$ cat config.mk
export PLATFORM = sky130hd
export DESIGN_NAME = cp0_top
export DESIGN_NICKNAME = d
export VERILOG_FILES = /design/src/verilog/cp0_pkg.sv /design/src/verilog/cp0_top.sv /design/src/verilog/cp0_result_mux.sv /design/src/verilog/cp0_timer.sv /design/src/verilog/cp0_epc_badvaddr.sv /design/src/verilog/cp0_status_cause.sv /design/src/verilog/cp0_exc_arbiter.sv
export SDC_FILE = /design/constraint.sdc
export NUM_CORES = 1
export LEC_CHECK = 0
export BUFFER_PORTS_ARGS = -buffer_cell sky130_fd_sc_hd__clkbuf_2
export CAP_MARGIN = 15
export CORE_ASPECT_RATIO = 1.4
export CORE_MARGIN = 1
export CORE_UTILIZATION = 36
export CTS_BUF_LIST = sky130_fd_sc_hd__clkbuf_2 sky130_fd_sc_hd__clkbuf_4 sky130_fd_sc_hd__clkbuf_8
export DETAILED_ROUTE_END_ITERATION = 10
export MAX_ROUTING_LAYER = met4
export PLACE_DENSITY_LB_ADDON = 0.12
export SETUP_SLACK_MARGIN = 0.15
export SYNTH_ARGS = -nofsm -noshare
export SYNTH_HDL_FRONTEND = slang
export SYNTH_HIERARCHICAL = 1
export SYNTH_SLANG_ARGS = --single-unit
export TNS_END_PERCENT = 10
$ cat constraint.sdc
create_clock -name clk -period 2.9 [get_ports clk]
set_input_delay 0.29 -clock clk [delete_from_list [all_inputs] [get_ports clk]]
set_output_delay 0.29 -clock clk [all_outputs]
set_load 0.05 [all_outputs]
$ cat src/verilog/cp0_pkg.sv
`default_nettype none

package cp0_pkg;

    // ------------------------------
    // basic widths
    // ------------------------------
    typedef logic [31:0] word_t;
    // {reg number, select}
    typedef logic [7:0]  cp0_addr_t;
    typedef logic [4:0]  exc_code_t;
    // hw lines, IP7..IP2
    typedef logic [5:0]  int_vec_t;

    // register selectors
    localparam cp0_addr_t ADDR_BADVADDR = 8'b01000_000;
    localparam cp0_addr_t ADDR_COUNT    = 8'b01001_000;
    localparam cp0_addr_t ADDR_COMPARE  = 8'b01011_000;
    localparam cp0_addr_t ADDR_STATUS   = 8'b01100_000;
    localparam cp0_addr_t ADDR_CAUSE    = 8'b01101_000;
    localparam cp0_addr_t ADDR_EPC      = 8'b01110_000;

    // exception codes
    localparam exc_code_t EXC_INT  = 5'h00;
    localparam exc_code_t EXC_ADEL = 5'h04;
    localparam exc_code_t EXC_ADES = 5'h05;
    localparam exc_code_t EXC_SYS  = 5'h08;
    localparam exc_code_t EXC_BP   = 5'h09;
    localparam exc_code_t EXC_RI   = 5'h0a;
    localparam exc_code_t EXC_OV   = 5'h0c;

    // ------------------------------
    // field positions
    // ------------------------------
    localparam int STATUS_IE    = 0;
    localparam int STATUS_EXL   = 1;
    localparam int STATUS_IM_LO = 10;
    localparam int STATUS_IM_HI = 15;
    localparam int CAUSE_EXC_LO = 2;
    localparam int CAUSE_EXC_HI = 6;
    localparam int CAUSE_IP_LO  = 10;
    localparam int CAUSE_IP_HI  = 15;
    localparam int CAUSE_TI     = 30;
    localparam int CAUSE_BD     = 31;

    // IM7..2, EXL, IE
    localparam word_t STATUS_WMASK = 32'h0000_fc03;
    // only EXL after reset
    localparam word_t STATUS_RESET = 32'h0000_0002;

    // retiring instruction from write-back
    typedef struct packed {
        logic      valid;
        logic      exception;
        exc_code_t exc_code;
        logic      bd;
        logic      eret;
        logic      mtc0;
        logic      mfc0;
        cp0_addr_t addr;
        word_t     wdata;
        word_t     pc;
        word_t     bad_vaddr;
    } wb_req_t;

    // arbiter decision, one per request
    typedef struct packed {
        logic      take_exc;
        exc_code_t exc_code;
        logic      bd;
        logic      is_eret;
        logic      mtc0_we;
        cp0_addr_t addr;
        word_t     wdata;
        word_t     pc;
        word_t     bad_vaddr;
        logic      is_read;
    } exc_ctrl_t;

    typedef struct packed {
        word_t status;
        word_t cause;
        word_t epc;
        word_t badvaddr;
        word_t count;
        word_t compare;
    } cp0_state_t;

    // mtc0 hitting a given register
    function automatic logic wr_hit(exc_ctrl_t c, cp0_addr_t a);
        return c.mtc0_we && (c.addr == a);
    endfunction

endpackage

`default_nettype wire
$ cat src/verilog/cp0_top.sv
`timescale 1ns/1ps
`default_nettype none

module cp0_top #(
    parameter cp0_pkg::word_t EXC_VECTOR = 32'hbfc0_0380
) (
    input  logic              clk,
    input  logic              rst,
    input  cp0_pkg::wb_req_t  req,
    input  cp0_pkg::int_vec_t ext_int,
    output logic              flush,
    output cp0_pkg::word_t    redirect,
    output cp0_pkg::word_t    result,
    output logic              rd_valid
);

    cp0_pkg::exc_ctrl_t  ctrl;
    cp0_pkg::cp0_state_t state;
    cp0_pkg::word_t      status;
    cp0_pkg::word_t      cause;
    cp0_pkg::word_t      epc;
    cp0_pkg::word_t      badvaddr;
    cp0_pkg::word_t      count;
    cp0_pkg::word_t      compare;
    logic                timer_int;

    // ------------------------------
    // register file snapshot
    // ------------------------------
    assign state = '{status: status, cause: cause, epc: epc, badvaddr: badvaddr,
                     count: count, compare: compare};

    cp0_exc_arbiter u_cp0_exc_arbiter (
        .req     (req),
        .ext_int (ext_int),
        .state   (state),
        .ctrl    (ctrl)
    );

    cp0_status_cause u_cp0_status_cause (
        .clk       (clk),
        .rst       (rst),
        .ctrl      (ctrl),
        .ext_int   (ext_int),
        .timer_int (timer_int),
        .status    (status),
        .cause     (cause)
    );

    // epc capture gated by current exl
    cp0_epc_badvaddr u_cp0_epc_badvaddr (
        .clk      (clk),
        .rst      (rst),
        .ctrl     (ctrl),
        .exl      (status[cp0_pkg::STATUS_EXL]),
        .epc      (epc),
        .badvaddr (badvaddr)
    );

    cp0_timer u_cp0_timer (
        .clk       (clk),
        .rst       (rst),
        .ctrl      (ctrl),
        .count     (count),
        .compare   (compare),
        .timer_int (timer_int)
    );

    cp0_result_mux #(
        .EXC_VECTOR (EXC_VECTOR)
    ) u_cp0_result_mux (
        .clk      (clk),
        .rst      (rst),
        .ctrl     (ctrl),
        .state    (state),
        .flush    (flush),
        .redirect (redirect),
        .result   (result),
        .rd_valid (rd_valid)
    );

endmodule

`default_nettype wire

$ cat src/verilog/cp0_result_mux.sv
`timescale 1ns/1ps
`default_nettype none

module cp0_result_mux #(
    parameter cp0_pkg::word_t EXC_VECTOR = 32'hbfc0_0380
) (
    input  logic                clk,
    input  logic                rst,
    input  cp0_pkg::exc_ctrl_t  ctrl,
    input  cp0_pkg::cp0_state_t state,
    output logic                flush,
    output cp0_pkg::word_t      redirect,
    output cp0_pkg::word_t      result,
    output logic                rd_valid
);

    cp0_pkg::word_t rd_data;

    // mfc0 select, unknown selector reads zero
    always_comb begin
        case (ctrl.addr)
            cp0_pkg::ADDR_STATUS:   rd_data = state.status;
            cp0_pkg::ADDR_CAUSE:    rd_data = state.cause;
            cp0_pkg::ADDR_EPC:      rd_data = state.epc;
            cp0_pkg::ADDR_BADVADDR: rd_data = state.badvaddr;
            cp0_pkg::ADDR_COUNT:    rd_data = state.count;
            cp0_pkg::ADDR_COMPARE:  rd_data = state.compare;
            default:                rd_data = '0;
        endcase
    end

    // ------------------------------
    // strobes
    // ------------------------------
    always_ff @(posedge clk) begin
        if (rst) begin
            flush    <= 1'b0;
            rd_valid <= 1'b0;
        end else begin
            flush    <= ctrl.take_exc | ctrl.is_eret;
            rd_valid <= ctrl.is_read;
        end
    end

    // payload, only meaningful with its strobe
    always_ff @(posedge clk) begin
        if (ctrl.take_exc) begin
            redirect <= EXC_VECTOR;
        end else if (ctrl.is_eret) begin
            // epc before this edge
            redirect <= state.epc;
        end
        if (ctrl.is_read) begin
            result <= rd_data;
        end
    end

endmodule

`default_nettype wire

$ cat src/verilog/cp0_timer.sv
`timescale 1ns/1ps
`default_nettype none

module cp0_timer (
    input  logic               clk,
    input  logic               rst,
    input  cp0_pkg::exc_ctrl_t ctrl,
    output cp0_pkg::word_t     count,
    output cp0_pkg::word_t     compare,
    output logic               timer_int
);

    // count ticks at half the core clock
    logic half_tick;

    always_ff @(posedge clk) begin
        if (rst) begin
            half_tick <= 1'b0;
        end else begin
            half_tick <= ~half_tick;
        end
    end

    // ------------------------------
    // count / compare
    // ------------------------------
    always_ff @(posedge clk) begin
        if (rst) begin
            count <= '0;
        end else if (cp0_pkg::wr_hit(ctrl, cp0_pkg::ADDR_COUNT)) begin
            count <= ctrl.wdata;
        end else if (half_tick) begin
            count <= count + 32'd1;
        end
    end

    always_ff @(posedge clk) begin
        if (rst) begin
            compare <= '0;
        end else if (cp0_pkg::wr_hit(ctrl, cp0_pkg::ADDR_COMPARE)) begin
            compare <= ctrl.wdata;
        end
    end

    // sticky until compare rewritten, clear has priority
    always_ff @(posedge clk) begin
        if (rst) begin
            timer_int <= 1'b0;
        end else if (cp0_pkg::wr_hit(ctrl, cp0_pkg::ADDR_COMPARE)) begin
            timer_int <= 1'b0;
        end else if (count == compare) begin
            timer_int <= 1'b1;
        end
    end

endmodule

`default_nettype wire

$ cat src/verilog/cp0_epc_badvaddr.sv
`timescale 1ns/1ps
`default_nettype none

module cp0_epc_badvaddr (
    input  logic               clk,
    input  logic               rst,
    input  cp0_pkg::exc_ctrl_t ctrl,
    input  logic               exl,
    output cp0_pkg::word_t     epc,
    output cp0_pkg::word_t     badvaddr
);

    cp0_pkg::word_t restart_pc;
    logic           addr_err;

    // delay slot restarts at the branch
    assign restart_pc = ctrl.bd ? (ctrl.pc - 32'd4) : ctrl.pc;

    // AdEL or AdES only
    assign addr_err = (ctrl.exc_code == cp0_pkg::EXC_ADEL)
                    | (ctrl.exc_code == cp0_pkg::EXC_ADES);

    // ------------------------------
    // epc
    // ------------------------------
    always_ff @(posedge clk) begin
        if (rst) begin
            epc <= '0;
        end else if (ctrl.take_exc) begin
            // nested entry keeps the first return point
            if (!exl) begin
                epc <= restart_pc;
            end
        end else if (cp0_pkg::wr_hit(ctrl, cp0_pkg::ADDR_EPC)) begin
            epc <= ctrl.wdata;
        end
    end

    // ------------------------------
    // badvaddr
    // ------------------------------
    // read-only from software
    always_ff @(posedge clk) begin
        if (rst) begin
            badvaddr <= '0;
        end else if (ctrl.take_exc && addr_err) begin
            badvaddr <= ctrl.bad_vaddr;
        end
    end

endmodule

`default_nettype wire

$ cat src/verilog/cp0_status_cause.sv
`timescale 1ns/1ps
`default_nettype none

module cp0_status_cause (
    input  logic               clk,
    input  logic               rst,
    input  cp0_pkg::exc_ctrl_t ctrl,
    input  cp0_pkg::int_vec_t  ext_int,
    input  logic               timer_int,
    output cp0_pkg::word_t     status,
    output cp0_pkg::word_t     cause
);

    cp0_pkg::word_t    status_wr;
    cp0_pkg::int_vec_t ip_next;

    // only IM7..2, EXL and IE survive a write
    assign status_wr = ctrl.wdata & cp0_pkg::STATUS_WMASK;

    // timer folded onto IP7
    assign ip_next = ext_int | {timer_int, 5'b0_0000};

    // ------------------------------
    // status
    // ------------------------------
    always_ff @(posedge clk) begin
        if (rst) begin
            status <= cp0_pkg::STATUS_RESET;
        end else begin
            if (ctrl.take_exc) begin
                // enter exception level
                status[cp0_pkg::STATUS_EXL] <= 1'b1;
            end else if (ctrl.is_eret) begin
                // back to user level
                status[cp0_pkg::STATUS_EXL] <= 1'b0;
            end else if (cp0_pkg::wr_hit(ctrl, cp0_pkg::ADDR_STATUS)) begin
                status <= status_wr;
            end
        end
    end

    // ------------------------------
    // cause
    // ------------------------------
    // no software-writable field here, IP1..0 not implemented
    always_ff @(posedge clk) begin
        if (rst) begin
            cause <= '0;
        end else begin
            // pending lines sampled every cycle
            cause[cp0_pkg::CAUSE_IP_HI:cp0_pkg::CAUSE_IP_LO] <= ip_next;
            cause[cp0_pkg::CAUSE_TI] <= timer_int;

            if (ctrl.take_exc) begin
                cause[cp0_pkg::CAUSE_BD] <= ctrl.bd;
                cause[cp0_pkg::CAUSE_EXC_HI:cp0_pkg::CAUSE_EXC_LO] <= ctrl.exc_code;
            end
        end
    end

endmodule

`default_nettype wire

$ cat src/verilog/cp0_exc_arbiter.sv
`timescale 1ns/1ps
`default_nettype none

module cp0_exc_arbiter (
    input  cp0_pkg::wb_req_t    req,
    input  cp0_pkg::int_vec_t   ext_int,
    input  cp0_pkg::cp0_state_t state,
    output cp0_pkg::exc_ctrl_t  ctrl
);

    cp0_pkg::int_vec_t pending;
    cp0_pkg::int_vec_t im;
    logic              int_enabled;
    logic              take_int;
    logic              take_pipe_exc;
    logic              take_any;

    // ------------------------------
    // interrupt qualification
    // ------------------------------
    // timer shares IP7 with ext line 5
    assign pending = ext_int | {state.cause[cp0_pkg::CAUSE_TI], 5'b0_0000};
    assign im      = state.status[cp0_pkg::STATUS_IM_HI:cp0_pkg::STATUS_IM_LO];

    // globally on and not already in handler
    assign int_enabled = state.status[cp0_pkg::STATUS_IE]
                       & ~state.status[cp0_pkg::STATUS_EXL];

    // needs a retiring instr to attach to
    assign take_int = req.valid & int_enabled & (|(pending & im));

    assign take_pipe_exc = req.valid & req.exception;
    assign take_any      = take_int | take_pipe_exc;

    // ------------------------------
    // decision
    // ------------------------------
    always_comb begin
        ctrl.take_exc = take_any;
        // interrupt wins over the pipe's own code
        ctrl.exc_code = take_int ? cp0_pkg::EXC_INT : req.exc_code;
        ctrl.bd       = req.bd;

        // eret and cp0 accesses squashed by any exception
        ctrl.is_eret = req.valid & req.eret & ~take_any;
        ctrl.mtc0_we = req.valid & req.mtc0 & ~take_any;
        ctrl.is_read = req.valid & req.mfc0 & ~take_any;

        // payload straight through
        ctrl.addr      = req.addr;
        ctrl.wdata     = req.wdata;
        ctrl.pc        = req.pc;
        ctrl.bad_vaddr = req.bad_vaddr;
    end

endmodule

`default_nettype wire

Word level (Yosys, flattened, before mapping)
Cells that the tools add are included.
{"block": "word_totals", "input_bits": 123, "wordCells": 69, "reg_bits": 217}
{"block": "op_classes", "eq_ne": 10, "muxes": 10, "bitwise_logic": 20, "addsub": 2, "n_reduce_logical": 13}
{"cell": "$mux W32", "count": 6}
{"cell": "$pmux W32 S6", "count": 1}
{"cell": "$eq A8 B7 Y1 const B", "count": 6}
{"cell": "$add A32 B1 Y32 const B", "count": 1}
{"cell": "$eq A32 B32 Y1", "count": 1}
{"cell": "$sub A32 B3 Y32 const B", "count": 1}
{"cell": "$or A6 B6 Y6", "count": 2}
{"cell": "$and A1 B1 Y1", "count": 10}
{"cell": "$eq A5 B3 Y1 const B", "count": 2}
{"cell": "$and A6 B6 Y6", "count": 1}
{"cell": "$reduce_bool A2 Y1", "count": 3}
{"cell": "$reduce_or A6 Y1", "count": 1}
{"cell": "$logic_and A1 B1 Y1", "count": 5}
{"cell": "$mux W5", "count": 1}
{"cell": "$not A1 Y1", "count": 4}
{"cell": "$reduce_or A2 Y1", "count": 2}
{"cell": "$or A1 B1 Y1", "count": 3}
{"cell": "$reduce_and A3 Y1", "count": 1}
{"cell": "$mux W2", "count": 1}
{"cell": "$ne A2 B2 Y1 const B", "count": 1}
{"cell": "$reduce_and A2 Y1", "count": 1}
{"cell": "$mux W1", "count": 1}

Depth between registers and ports, before layout
Gate-level depths: netlist of the first run.
{"block": "logic_depth", "word_depth": 10, "mapped_depth": 12}

By module
Netlist of the first run, hierarchy kept.
{"module": "cp0_result_mux", "area_each_um2": 3861.2, "n_inst": 1, "cells_each": 368, "seq_area_each_um2": 1641.6}
{"module": "cp0_timer", "area_each_um2": 3616.0, "n_inst": 1, "cells_each": 388, "seq_area_each_um2": 1321.3}
{"module": "cp0_epc_badvaddr", "area_each_um2": 3218.1, "n_inst": 1, "cells_each": 414, "seq_area_each_um2": 1281.2}
{"module": "cp0_status_cause", "area_each_um2": 1143.6, "n_inst": 1, "cells_each": 121, "seq_area_each_um2": 420.4}
{"module": "cp0_exc_arbiter", "area_each_um2": 914.6, "n_inst": 1, "cells_each": 125, "seq_area_each_um2": 0.0}

Worst setup path before layout of the first run
Ideal clock, no wire load.
{"block": "synth_path", "kind": "input to register", "from": "in ext_int[1]", "to": "reg u_cp0_result_mux.result[0] (enable)", "setup_time_ps": 433, "setup_slack_ps": -1, "cell_stages": 3, "t_arrival_ps": 2468, "path_buffers": 0, "cell_sequence": "a222oi_1 nand3_2 a21oi_1"}
{"element": "start: declaration", "line": "cp0_top.sv:10", "source": "input cp0_pkg::int_vec_t ext_int,"}
{"element": "end signal: assignment", "line": "cp0_result_mux.sv:54", "source": "result <= rd_data;"}
{"element": "end: declaration", "line": "cp0_result_mux.sv:13", "source": "output cp0_pkg::word_t result,"}

==> results.py, run 1 <==
metrics = {
    "global_route": {
        "grt-ovfl-total": 0,
        "grt_pass1_vias": 10000,
        "grt_pass1_wl_mm": 64.9,
        "track_usage": 0.251,
        "grt_max_degree": 88,
        "antenna_found_initial": 0,
    },
    "finish": {
        "syn_to_final_growth_pct": 14.3,
        "fillCellCount": 3615,
        "nets": 1648,
        "layout-drive-gt1-share": 0.291,
        "antenna_cells": 0,
    },
    "detailed_routing": {
        "via_count": 10400,
        "drc": 0,
        "ant_nets": 0,
        "vias_per_cell": 5.17,
        "wl_per_cell_um": 22.2,
        "wl_mm": 44.5,
        "detail_route.first_pass.iterations": 5,
        "drt_iter0_drc": 759,
    },
    "power": {
        "ir_drop_mv": 0.268,
        "seqPwrFrac": 0.445,
        "leakagePower_nw": 5.34,
        "p_comb_frac": 0.111,
        "clkPwrFrac": 0.444,
        "switching_share": 0.267,
        "p_sw_w": 0.00188,
        "power.density_mw_per_mm2": 483,
        "p_int_w": 0.00516,
    },
    "die": {
        "dieArea_mm2": 0.0362,
        "initial_utilization": 0.366,
        "core_mm2": 0.0349,
        "die_x_um": 161,
        "io_pins": 189,
        "die_h_um": 225,
        "num_rows": 81,
    },
    "synthesis": {
        "synth-edff-count": 32,
        "postSynthCellCount": 1416,
        "ys_warn_count": 6,
        "yosys_most_used_dff": "dfxtp_1",
        "synthArstFlopShare": 0,
        "synth_seq_area_share": 0.366,
        "synth.distinct_cells": 76,
        "yosysTopAreaCellShare": 0.290,
        "synthTopCellsByArea": "dfxtp_1, buf_4, edfxtp_1",
        "syn_avg_cell_area_um2": 9.01,
        "netlist_area_mm2": 0.0128,
        "synth-seq-cells": 217,
        "synth_top_area_cell": "dfxtp_1",
    },
    "placed_design": {
        "place.port_buffers": 188,
        "place_ws_ns": 0.176,
        "place_congestion": 0.865,
        "hpwl_mm": 32.6,
    },
    "timing": {
        "skew_ns": 0.0294,
        "setup_violations": 0,
        "hold_viol_final": 0,
        "min_period_ns": 2.66,
        "slew_headroom": 0.433,
        "finalCritPeriodShare": 0.918,
        "max_freq_mhz": 376,
        "rsz0062_at_grt": "yes",
        "tightest_slew_ns": 0.849,
        "fin_ws_ns": 0.237,
        "drv_slew": 0,
        "setup_tns_ns": 0,
    },
    "status": {
        "status": "finished clean",
    },
    "hold_path": {
        "hold_class": "primary input to flip-flop",
    },
    "critical_path": {
        "arrival_ns": 3.07,
        "crit_fanout": 18,
        "critical_path_class": "primary input to flip-flop",
        "endpoint_kind": "flip-flop",
        "cp-start-kind": "primary input",
        "crit_required_ns": 3.31,
    },
    "clock_tree": {
        "clk_latency_ns": 0.57,
        "cts-buffers-inserted": 38,
        "cts_sinks": 217,
        "root_buffer": "clkbuf_8",
        "clk_path_buf_depth": 3,
        "cts_max_level": 2,
        "cts_tree": "yes",
        "clk_pin_slew_ns": 0.06,
    },
    "run": {
        "max_cap_viol_count": 0,
    },
}
[layout by cell type, fill, tap and decap left out, drive strengths merged, types with 22 or more instances in the layout]
cell / n
clkbuf: 248
dfxtp: 185
nand2: 164
nor2: 132
a21oi: 103
a211oi: 59
mux2i: 58
xnor2: 53
buf: 53
conb: 43
dlygate4sd3: 35
mux2: 35
edfxtp: 32
xor2: 31
a22oi: 30
nor2b: 25
o21ai: 22
[final timing paths]
| path | depth (start not counted) | slack [ns] | end | startpoint |
|---|---|---|---|---|
| setup reg to reg | 10 | 0.26 | u_cp0_epc_badvaddr/epc[29] | u_cp0_status_cause/status[11] |
| hold / removal | 3 | 0.02 | u_cp0_timer/compare[2] | req[66] |
| hold reg to reg | 2 | 0.46 | u_cp0_epc_badvaddr/badvaddr[3] | u_cp0_epc_badvaddr/badvaddr[3] |
| setup / recovery | 12 | 0.24 | u_cp0_epc_badvaddr/epc[29] | ext_int[1] |
[cell families (layout without fill, tap and decap cells)]
logic type | count (synthesis) | after routing | synth area share
AND/OR/NAND/NOR | 464 | 464 | 0.188
AO/OA/AOI/OAI | 297 | 297 | 0.176
buffers and inverters | 258 | 351 | 0.133
flip-flops | 217 | 217 | 0.366
multiplexers | 93 | 93 | 0.0764
XOR/XNOR | 84 | 84 | 0.0577
adder cells (fa/ha/maj) | 2 | 2 | 0.00196
other | 1 | 43 | 0.000294
[worst max-delay path, cell delays in order]
cell and delay (ns):
dlygate4sd3_1 0.55, clkbuf_2 0.12, a222oi_1 0.43, nand3_2 0.16
a22o_4 0.28, nor4_2 0.27, buf_4 0.16, a41oi_4 0.13
buf_6 0.21, or3_1 0.32, o21ai_0 0.08, a311oi_1 0.07
[power groups by stage]
stage          registers (W)  clock network [W]  logic (W)
6_report             0.00313            0.00312   0.000781
5_1_grt              0.00314            0.00333   0.000833
4_1_cts              0.00313            0.00321   0.000778
3_5_place_dp         0.00320                  0   0.000739
3_3_place_gp         0.00320                  0   0.000737
2_1_floorplan        0.00329                  0   0.000492
[layout make-up]
class,instances,area [um^2],area share
clock inverter,7,55.1,0.00378
timing repair buffer,275,1840,0.126
clock buffer,61,777,0.0533
sequential,217,4660,0.320
multi-input combinational,983,6640,0.455
tap,456,571,0.0391
inverter,8,30.0,0.00206
[routing by layer]
layer / vias up / GRT usage / wire [um]
met5: - / - / 0
met1: 4931 / 0.297 / 18200
met2: 328 / 0.419 / 21900
li1: 5041 / - / -
met4: 0 / 0.117 / 2050
met3: 80 / 0.0361 / 2360
[metrics by stage]
stage	total power [W]	area (um^2)	utilization	cells	hold WS, ns
2_1_floorplan	0.00378	12900	-	1458	0.362
3_3_place_gp	0.00394	13400	0.384	1903	0.444
3_5_place_dp	0.00394	13400	0.384	1903	0.448
4_1_cts	0.00712	14600	0.417	2006	0.00582
5_1_grt	0.00730	14600	0.418	2007	0.0221
6_report	0.00704	14600	0.418	2007	0.0205
[synthesized netlist by cell type (14+ instances only)]
cell and number:
a211oi_1 27, a211oi_2 32, a21oi_1 74, a21oi_2 29
a22oi_1 30, buf_2 30, buf_4 154, clkbuf_1 44
dfxtp_1 185, edfxtp_1 32, mux2_2 35, mux2i_1 58
nand2_1 144, nand2_2 20, nand2b_1 17, nand3_1 16
nand4_1 18, nor2_1 132, nor2b_1 25, o21ai_0 20
or3_1 14, xnor2_1 53, xor2_1 31
[what timing repair did]
item | in CTS | in global routing
resized for setup | 0 | 3
endpoints found under the hold margin | 35 | 0
hold buffers | 35 | 0
setup buffers | 0 | 1
endpoints found under the setup margin | 0 | 74
[flip-flops by register name (all words and copies together) (netlist names)]
name and flops:
u_cp0_result_mux/rd_valid 1, u_cp0_epc_badvaddr/epc 32, u_cp0_result_mux/redirect 32, u_cp0_timer/timer_int 1
u_cp0_timer/half_tick 1, u_cp0_timer/count 32, u_cp0_result_mux/result 32, u_cp0_status_cause/cause 13
u_cp0_status_cause/status 8, u_cp0_timer/compare 32, u_cp0_epc_badvaddr/badvaddr 32, u_cp0_result_mux/flush 1
Note: power is estimated with default switching activity, not from simulation.
==> inputs of run 2 (changes only) <==
--- a/config.mk
+++ b/config.mk
@@ -5,6 +5,7 @@
 export SDC_FILE = /design/constraint.sdc
 export NUM_CORES = 1
 export LEC_CHECK = 0
+export ABC_AREA = 1
 export BUFFER_PORTS_ARGS = -buffer_cell sky130_fd_sc_hd__clkbuf_2
 export CAP_MARGIN = 15
 export CORE_ASPECT_RATIO = 1.4
==> run 2 against run 1 <==
  * Routed wire length up 10%
  * Synthesized cell count increased by 49%
  * Via count increased by 27%
  * Hold slack better by 0.014 ns
  * Power up 1.9%
  * Count of clock-buffer cells in the layout is 5 lower
  * Design area up 6.1%
  * Register-to-register slack gained 0.18 ns
  * Flip-flop and latch count is the same
  * Maximum frequency grew 6.4%
  * Clock skew up 0.0011 ns
  * Critical path type unchanged
  * Largest power group unchanged
==> results.py, run 2 <==
metrics = {
    "detailed_routing": {
        "wl_per_cell_um": 18.2,
        "ant_nets": 0,
        "vias_per_cell": 4.89,
        "via_count": 13200,
        "wl_mm": 49.0,
        "drt_iter0_drc": 1107,
        "detail_route.first_pass.iterations": 8,
        "drc": 0,
    },
    "critical_path": {
        "cp-start-kind": "primary input",
        "worstReg2RegEnd": "u_cp0_epc_badvaddr/epc[11]",
        "reg2reg_slack_ns": 0.44,
        "critical_path_class": "primary input to flip-flop",
        "critical_path.startpoint": "ext_int[0]",
        "worstPathCellList": "dlygate4sd3_1 > clkbuf_2 > nand2_1 > nand2_1 > nor2_2 > nand2_1 > nand2_2 > nand2_4 > nor2_2 > nand2_1 > nor3b_1 > nand3_4 > nand2_8 > inv_4 > nor2_1 > nand2_1 > a21oi_1",
        "slowest_stage": "dlygate4sd3_1",
        "worst_path_most_repeated_cell": "nand2_1",
        "endpoint_kind": "flip-flop",
        "cp_num_buf_inv": 3,
        "reg2regPathDepth": 15,
        "r2r_start": "u_cp0_status_cause/cause[30]",
        "crit_fanout": 30,
        "cp_top_family": "simple AND/OR/NAND/NOR gates",
        "cpPeakStageDelay_ns": 0.54,
        "crit_required_ns": 3.39,
        "arrival_ns": 2.99,
    },
    "placed_design": {
        "place_congestion": 0.896,
        "hpwl_mm": 36.6,
        "place.port_buffers": 188,
        "dp.cells": 2590,
    },
    "synthesis": {
        "synth-edff-count": 32,
        "synth.distinct_cells": 43,
        "synthArstFlopShare": 0,
        "yosysMostFrequentCell": "nand2_1",
        "synthTopCellsByCount": "nand2_1, nor2_1, nand3_1",
        "synth_adder_area_share": 0.00180,
        "synth-xor-area-share": 0.0296,
        "yosysTopAreaCellShare": 0.266,
        "netlist_area_mm2": 0.0139,
        "synthTopCellsByArea": "dfxtp_1, nand2_1, nand3_1",
        "synth_top_area_cell": "dfxtp_1",
        "synth_mux_area_frac": 0.000719,
        "synthSimpleGateAreaFrac": 0.370,
        "synth_seq_area_share": 0.335,
        "syn_avg_cell_area_um2": 6.62,
        "yosys_most_used_dff": "dfxtp_1",
        "postSynthCellCount": 2104,
        "ys_warn_count": 6,
        "synth_top_family_by_area": "simple AND/OR/NAND/NOR gates",
        "synth-seq-cells": 217,
        "synth_compound_area_frac": 0.0888,
    },
    "clock_tree": {
        "cts-buffers-inserted": 39,
        "cts_max_level": 2,
        "clk_latency_ns": 0.58,
        "cts_sinks": 217,
        "cts_tree": "yes",
        "clk_path_buf_depth": 3,
        "clk_pin_slew_ns": 0.06,
        "root_buffer": "clkbuf_8",
        "postCtsSetupBuffers": 0,
    },
    "power": {
        "power.density_mw_per_mm2": 464,
        "ir_drop_mv": 0.238,
        "switching_share": 0.301,
        "p_int_w": 0.00501,
        "p_sw_w": 0.00216,
        "leakagePower_nw": 7.32,
        "clkPwrFrac": 0.416,
        "p_comb_frac": 0.134,
        "seqPwrFrac": 0.450,
    },
    "hold_path": {
        "min_delay_path_depth": 3,
        "hold_end": "u_cp0_timer/compare[31]",
        "worstHoldStart": "req[95]",
        "hold_class": "primary input to flip-flop",
    },
    "global_route": {
        "grt_pass1_vias": 12500,
        "antenna_found_initial": 0,
        "grt_pass1_wl_mm": 73.2,
        "grt-ovfl-total": 0,
        "track_usage": 0.253,
        "grt_max_degree": 97,
    },
    "timing": {
        "setup_tns_ns": 0,
        "hold_viol_final": 0,
        "rsz0062_at_grt": "no",
        "slew_headroom": 0.459,
        "setup_violations": 0,
        "drv_slew": 0,
        "min_period_ns": 2.50,
        "skew_ns": 0.0305,
        "tightest_slew_ns": 0.809,
        "finalCritPeriodShare": 0.863,
        "max_freq_mhz": 400,
    },
    "finish": {
        "final_util": 0.409,
        "nets": 2321,
        "layout-drive-gt1-share": 0.161,
        "fin_cells": 2697,
        "final_cell_mix": "nand2_1, nor2_1, nand3_1, inv_1, clkbuf_2",
        "antenna_cells": 0,
        "syn_to_final_growth_pct": 11.0,
        "layout_commonest_cell": "nand2_1",
    },
    "die": {
        "initial_utilization": 0.368,
        "io_pins": 189,
        "dieArea_mm2": 0.0395,
        "die_x_um": 168,
        "num_rows": 84,
        "die_h_um": 235,
        "core_mm2": 0.0378,
    },
    "status": {
        "status": "finished clean",
    },
    "run": {
        "max_cap_viol_count": 0,
    },
}
## run 2: cell types whose count changed after synthesis, moves of 21 or more
cell / before / now
nor2_1: 132 / 322
mux2_2: 35 / 0
mux2i_1: 58 / 1
nor2b_1: 25 / 0
a211oi_2: 32 / 0
xnor2_1: 53 / 27
a21oi_2: 29 / 8
nand2_1: 144 / 482
a22oi_1: 30 / 0
inv_1: 8 / 196
o21ai_0: 20 / 86
nand3_1: 16 / 278
## run 2: timing repair
item                       CTS  global route
setup endpoints to repair    0            27
hold endpoints to repair    38             0
hold buffers                38             0
gates resized for setup      0             4
## run 2: kinds of logic after synthesis
family          Yosys count
simple gates           1166
mux                       1
flops                   217
fa+ha+maj                 2
buf+inv                 454
xor+xnor                 47
compound gates          216
other cells               1
## run 2: worst max-delay path by stage
stage / endpoint / slack, ns / depth (start not counted)
2_1_floorplan: u_cp0_epc_badvaddr/epc[20] / 0.92 / 16
3_3_place_gp: u_cp0_epc_badvaddr/epc[28] / 0.24 / 16
3_5_place_dp: u_cp0_epc_badvaddr/epc[11] / 0.14 / 16
4_1_cts: u_cp0_epc_badvaddr/epc[11] / 0.19 / 15
5_1_grt: u_cp0_epc_badvaddr/epc[20] / 0.19 / 15
6_report: u_cp0_epc_badvaddr/epc[11] / 0.40 / 17
## run 2: through the flow
stage	total power (W)	setup WS, ns	area [um^2]	hold slack, ns
6_report	0.00717	0.398	15500	0.0343
5_1_grt	0.00744	0.188	15500	0.0453
4_1_cts	0.00725	0.186	15400	0.00652
3_5_place_dp	0.00421	0.140	14300	0.449
3_3_place_gp	0.00420	0.243	14300	0.443
2_1_floorplan	0.00401	0.915	14100	0.359
## run 2: layer usage
layer	track usage	vias to the layer above	share of wire
met5	-	-	0
met4	0.128	0	0.050
met3	0.0281	88	0.049
met2	0.410	402	0.47
met1	0.308	5996	0.43
li1	-	6696	-
## run 2: area by class of cell
| type | count | area [um^2] |
|---|---|---|
| Clock buffer | 56 | 714 |
| Clock inverter | 13 | 82.6 |
| Fill cell | 4141 | 22400 |
| Inverter | 205 | 772 |
| Multi-Input combinational cell | 1475 | 7020 |
| Sequential cell | 217 | 4660 |
| Tap cell | 473 | 592 |
| Timing Repair Buffer | 258 | 1610 |
## run 2: worst min-delay path: cells and delay by family
family | cells | cell delay (ns)
AOI/OAI and AO/OA | 1 | 0.05
buffers and inverters | 1 | 0.11
and+or+nand+nor | 1 | 0.10
## run 2: power groups by stage
| stage | Clock (W) | Sequential (W) | Combinational [W] |
|---|---|---|---|
| final | 0.00298 | 0.00322 | 0.000960 |
| after global routing | 0.00318 | 0.00323 | 0.00103 |
| after CTS | 0.00306 | 0.00322 | 0.000964 |
| after detailed placement | 0 | 0.00329 | 0.000921 |
| after global placement | 0 | 0.00329 | 0.000917 |
| after floorplan | 0 | 0.00350 | 0.000508 |
==> inputs of run 3 (changes only) <==
--- a/config.mk
+++ b/config.mk
@@ -6,13 +6,13 @@
 export NUM_CORES = 1
 export LEC_CHECK = 0
 export ABC_AREA = 1
-export BUFFER_PORTS_ARGS = -buffer_cell sky130_fd_sc_hd__clkbuf_2
 export CAP_MARGIN = 15
 export CORE_ASPECT_RATIO = 1.4
 export CORE_MARGIN = 1
 export CORE_UTILIZATION = 36
 export CTS_BUF_LIST = sky130_fd_sc_hd__clkbuf_2 sky130_fd_sc_hd__clkbuf_4 sky130_fd_sc_hd__clkbuf_8
 export DETAILED_ROUTE_END_ITERATION = 10
+export DONT_BUFFER_PORTS = 1
 export MAX_ROUTING_LAYER = met4
 export PLACE_DENSITY_LB_ADDON = 0.12
 export SETUP_SLACK_MARGIN = 0.15
==> run 3 against run 2 <==
  * Clock power up 1%
  * Design area fell by 3.5%
  * Power fell by 1.2%
  * Register-to-register slack got worse by 0.03 ns
  * Critical path depth down 7
  * Combinational power shrank 39%
  * Routed wire length increased by 1.4%
  * Hold slack got worse by 0.011 ns
  * Global-route usage is 0.37 points higher
  * Highest routed layer unchanged
==> results.py, run 3 (synthesis gave the netlist of run 2 again) <==
metrics = {
    "status": {
        "status": "finished clean",
    },
    "placed_design": {
        "place.port_buffers": 0,
        "place_ws_ns": 0.188,
        "place_congestion": 0.848,
        "hpwl_mm": 35.9,
        "dpl-instance-area_mm2": 0.0133,
    },
    "critical_path": {
        "crit_fanout": 48,
        "cp-start-kind": "flip-flop",
        "cp_num_buf_inv": 3,
        "cpPeakStageDelay_ns": 0.59,
        "endpoint_kind": "flip-flop",
        "crit_required_ns": 3.39,
        "arrival_ns": 2.98,
        "worstPathCellList": "inv_1 > nor2_1 > nor2_2 > nand2_1 > nand2_2 > nand2_4 > buf_4 > mux2i_1 > dlygate4sd3_1 > a211oi_1",
        "critical_path_class": "flip-flop to flip-flop",
        "slowest_stage": "dlygate4sd3_1",
        "cp_top_family": "buffers and inverters",
    },
    "global_route": {
        "grt_max_degree": 83,
        "grt_pass1_wl_mm": 73.9,
        "antenna_found_initial": 4,
        "track_usage": 0.256,
        "grt-ovfl-total": 0,
        "grt_pass1_vias": 12000,
    },
    "detailed_routing": {
        "wl_mm": 49.7,
        "via_count": 12700,
        "wl_per_cell_um": 19.5,
        "drc": 0,
        "detail_route.first_pass.iterations": 5,
        "ant_nets": 0,
        "drt_iter0_drc": 1012,
        "vias_per_cell": 4.99,
    },
    "power": {
        "ir_drop_mv": 0.259,
        "seqPwrFrac": 0.490,
        "power.density_mw_per_mm2": 475,
        "leakagePower_nw": 6.68,
        "switching_share": 0.291,
        "clkPwrFrac": 0.427,
        "p_int_w": 0.00502,
        "p_comb_frac": 0.083,
        "p_sw_w": 0.00206,
    },
    "timing": {
        "hold_viol_final": 0,
        "setup_violations": 0,
        "rsz0062_at_grt": "no",
        "fin_ws_ns": 0.412,
        "max_freq_mhz": 402,
        "setup_tns_ns": 0,
        "slew_headroom": 0.357,
        "drv_slew": 0,
        "tightest_slew_ns": 0.963,
        "finalCritPeriodShare": 0.858,
        "skew_ns": 0.0357,
        "min_period_ns": 2.49,
    },
    "die": {
        "io_pins": 189,
        "die_x_um": 168,
        "num_rows": 84,
        "die_h_um": 235,
        "initial_utilization": 0.368,
        "core_mm2": 0.0378,
        "dieArea_mm2": 0.0395,
    },
    "finish": {
        "nets": 2170,
        "layout_commonest_cell": "nand2_1",
        "syn_to_final_growth_pct": 7.12,
        "final_cell_mix": "nand2_1, nor2_1, nand3_1, inv_1, dfxtp_1",
        "post-route-cell-area_mm2": 0.0149,
        "layout-drive-gt1-share": 0.0772,
    },
    "clock_tree": {
        "cts-buffers-inserted": 38,
        "cts_sinks": 217,
        "root_buffer": "clkbuf_8",
        "clk_pin_slew_ns": 0.06,
        "cts_tree": "yes",
        "cts_max_level": 2,
        "clk_latency_ns": 0.58,
        "clk_path_buf_depth": 3,
    },
    "hold_path": {
        "hold_class": "primary input to flip-flop",
    },
    "run": {
        "max_cap_viol_count": 0,
    },
}
-- run 3: cell count changes in the layout (fill, tap and decap cells not counted), sizes merged --
cell | before | now
buf | 33 | 26
bufinv | 0 | 1
clkbuf | 243 | 59
clkinv | 11 | 5
diode | 0 | 4
dlygate4sd3 | 38 | 82
-- run 3: layer usage --
metal	global-route usage	wire length (um)	share of wire
met5	-	0	0
met4	0.0876	1560	0.031
met3	0.0392	2740	0.055
met2	0.424	24100	0.48
met1	0.316	21400	0.43
-- run 3: final timing paths --
check | start | endpoint | slack, ns | depth (start not counted)
worst max-delay path | u_cp0_status_cause/status[15] | u_cp0_epc_badvaddr/epc[0] | 0.41 | 10
worst min-delay path | req[33] | u_cp0_epc_badvaddr/epc[1] | 0.02 | 3
worst min register to register | u_cp0_timer/timer_int | u_cp0_status_cause/cause[30] | 0.48 | 2
worst max register to register | u_cp0_status_cause/status[15] | u_cp0_epc_badvaddr/epc[0] | 0.41 | 10
-- run 3: per-stage QoR --
stage               std cells  utilization  hold WS [ns]  power, W
finish                   2549        0.394        0.0231   0.00708
global route             2548        0.394        0.0157   0.00734
CTS                      2544        0.393      0.000225   0.00716
detailed placement       2394        0.350         0.368   0.00396
global placement         2394        0.350         0.366   0.00395
floorplan                2146            -         0.359   0.00401
-- run 3: power by group through the flow --
stage | clock, W | sequential [W] | combinational, W
final | 0.00302 | 0.00347 | 0.000586
after global routing | 0.00322 | 0.00348 | 0.000643
after CTS | 0.00310 | 0.00347 | 0.000584
after detailed placement | 0 | 0.00354 | 0.000416
after global placement | 0 | 0.00354 | 0.000413
after floorplan | 0 | 0.00350 | 0.000508
-- run 3: cell type report --
cell class	instances	area (um^2)
flip-flops and latches	217	4660
well taps	473	592
diodes	4	10.0
multi-input cells	1475	7020
repair buffers	108	1070
clock inverters	8	71.3
inverters	205	772
clock buffers	59	718
fillers	4128	22900
-- run 3: worst register-to-register path: stages, from the launching register on --
cell           delay [ns]
dfxtp_1              0.35
inv_1                0.05
nor2_1               0.18
nor2_2               0.05
nand2_1              0.07
nand2_2              0.08
nand2_4              0.12
buf_4                0.53
mux2i_1              0.20
dlygate4sd3_1        0.59
a211oi_1             0.22
-- run 3: what timing repair did --
action	4_1_cts	5_1_grt
endpoints found under the hold margin	147	0
endpoints found under the setup margin	0	27
gates resized for setup	0	3
hold buffers	83	0
setup buffers	0	1
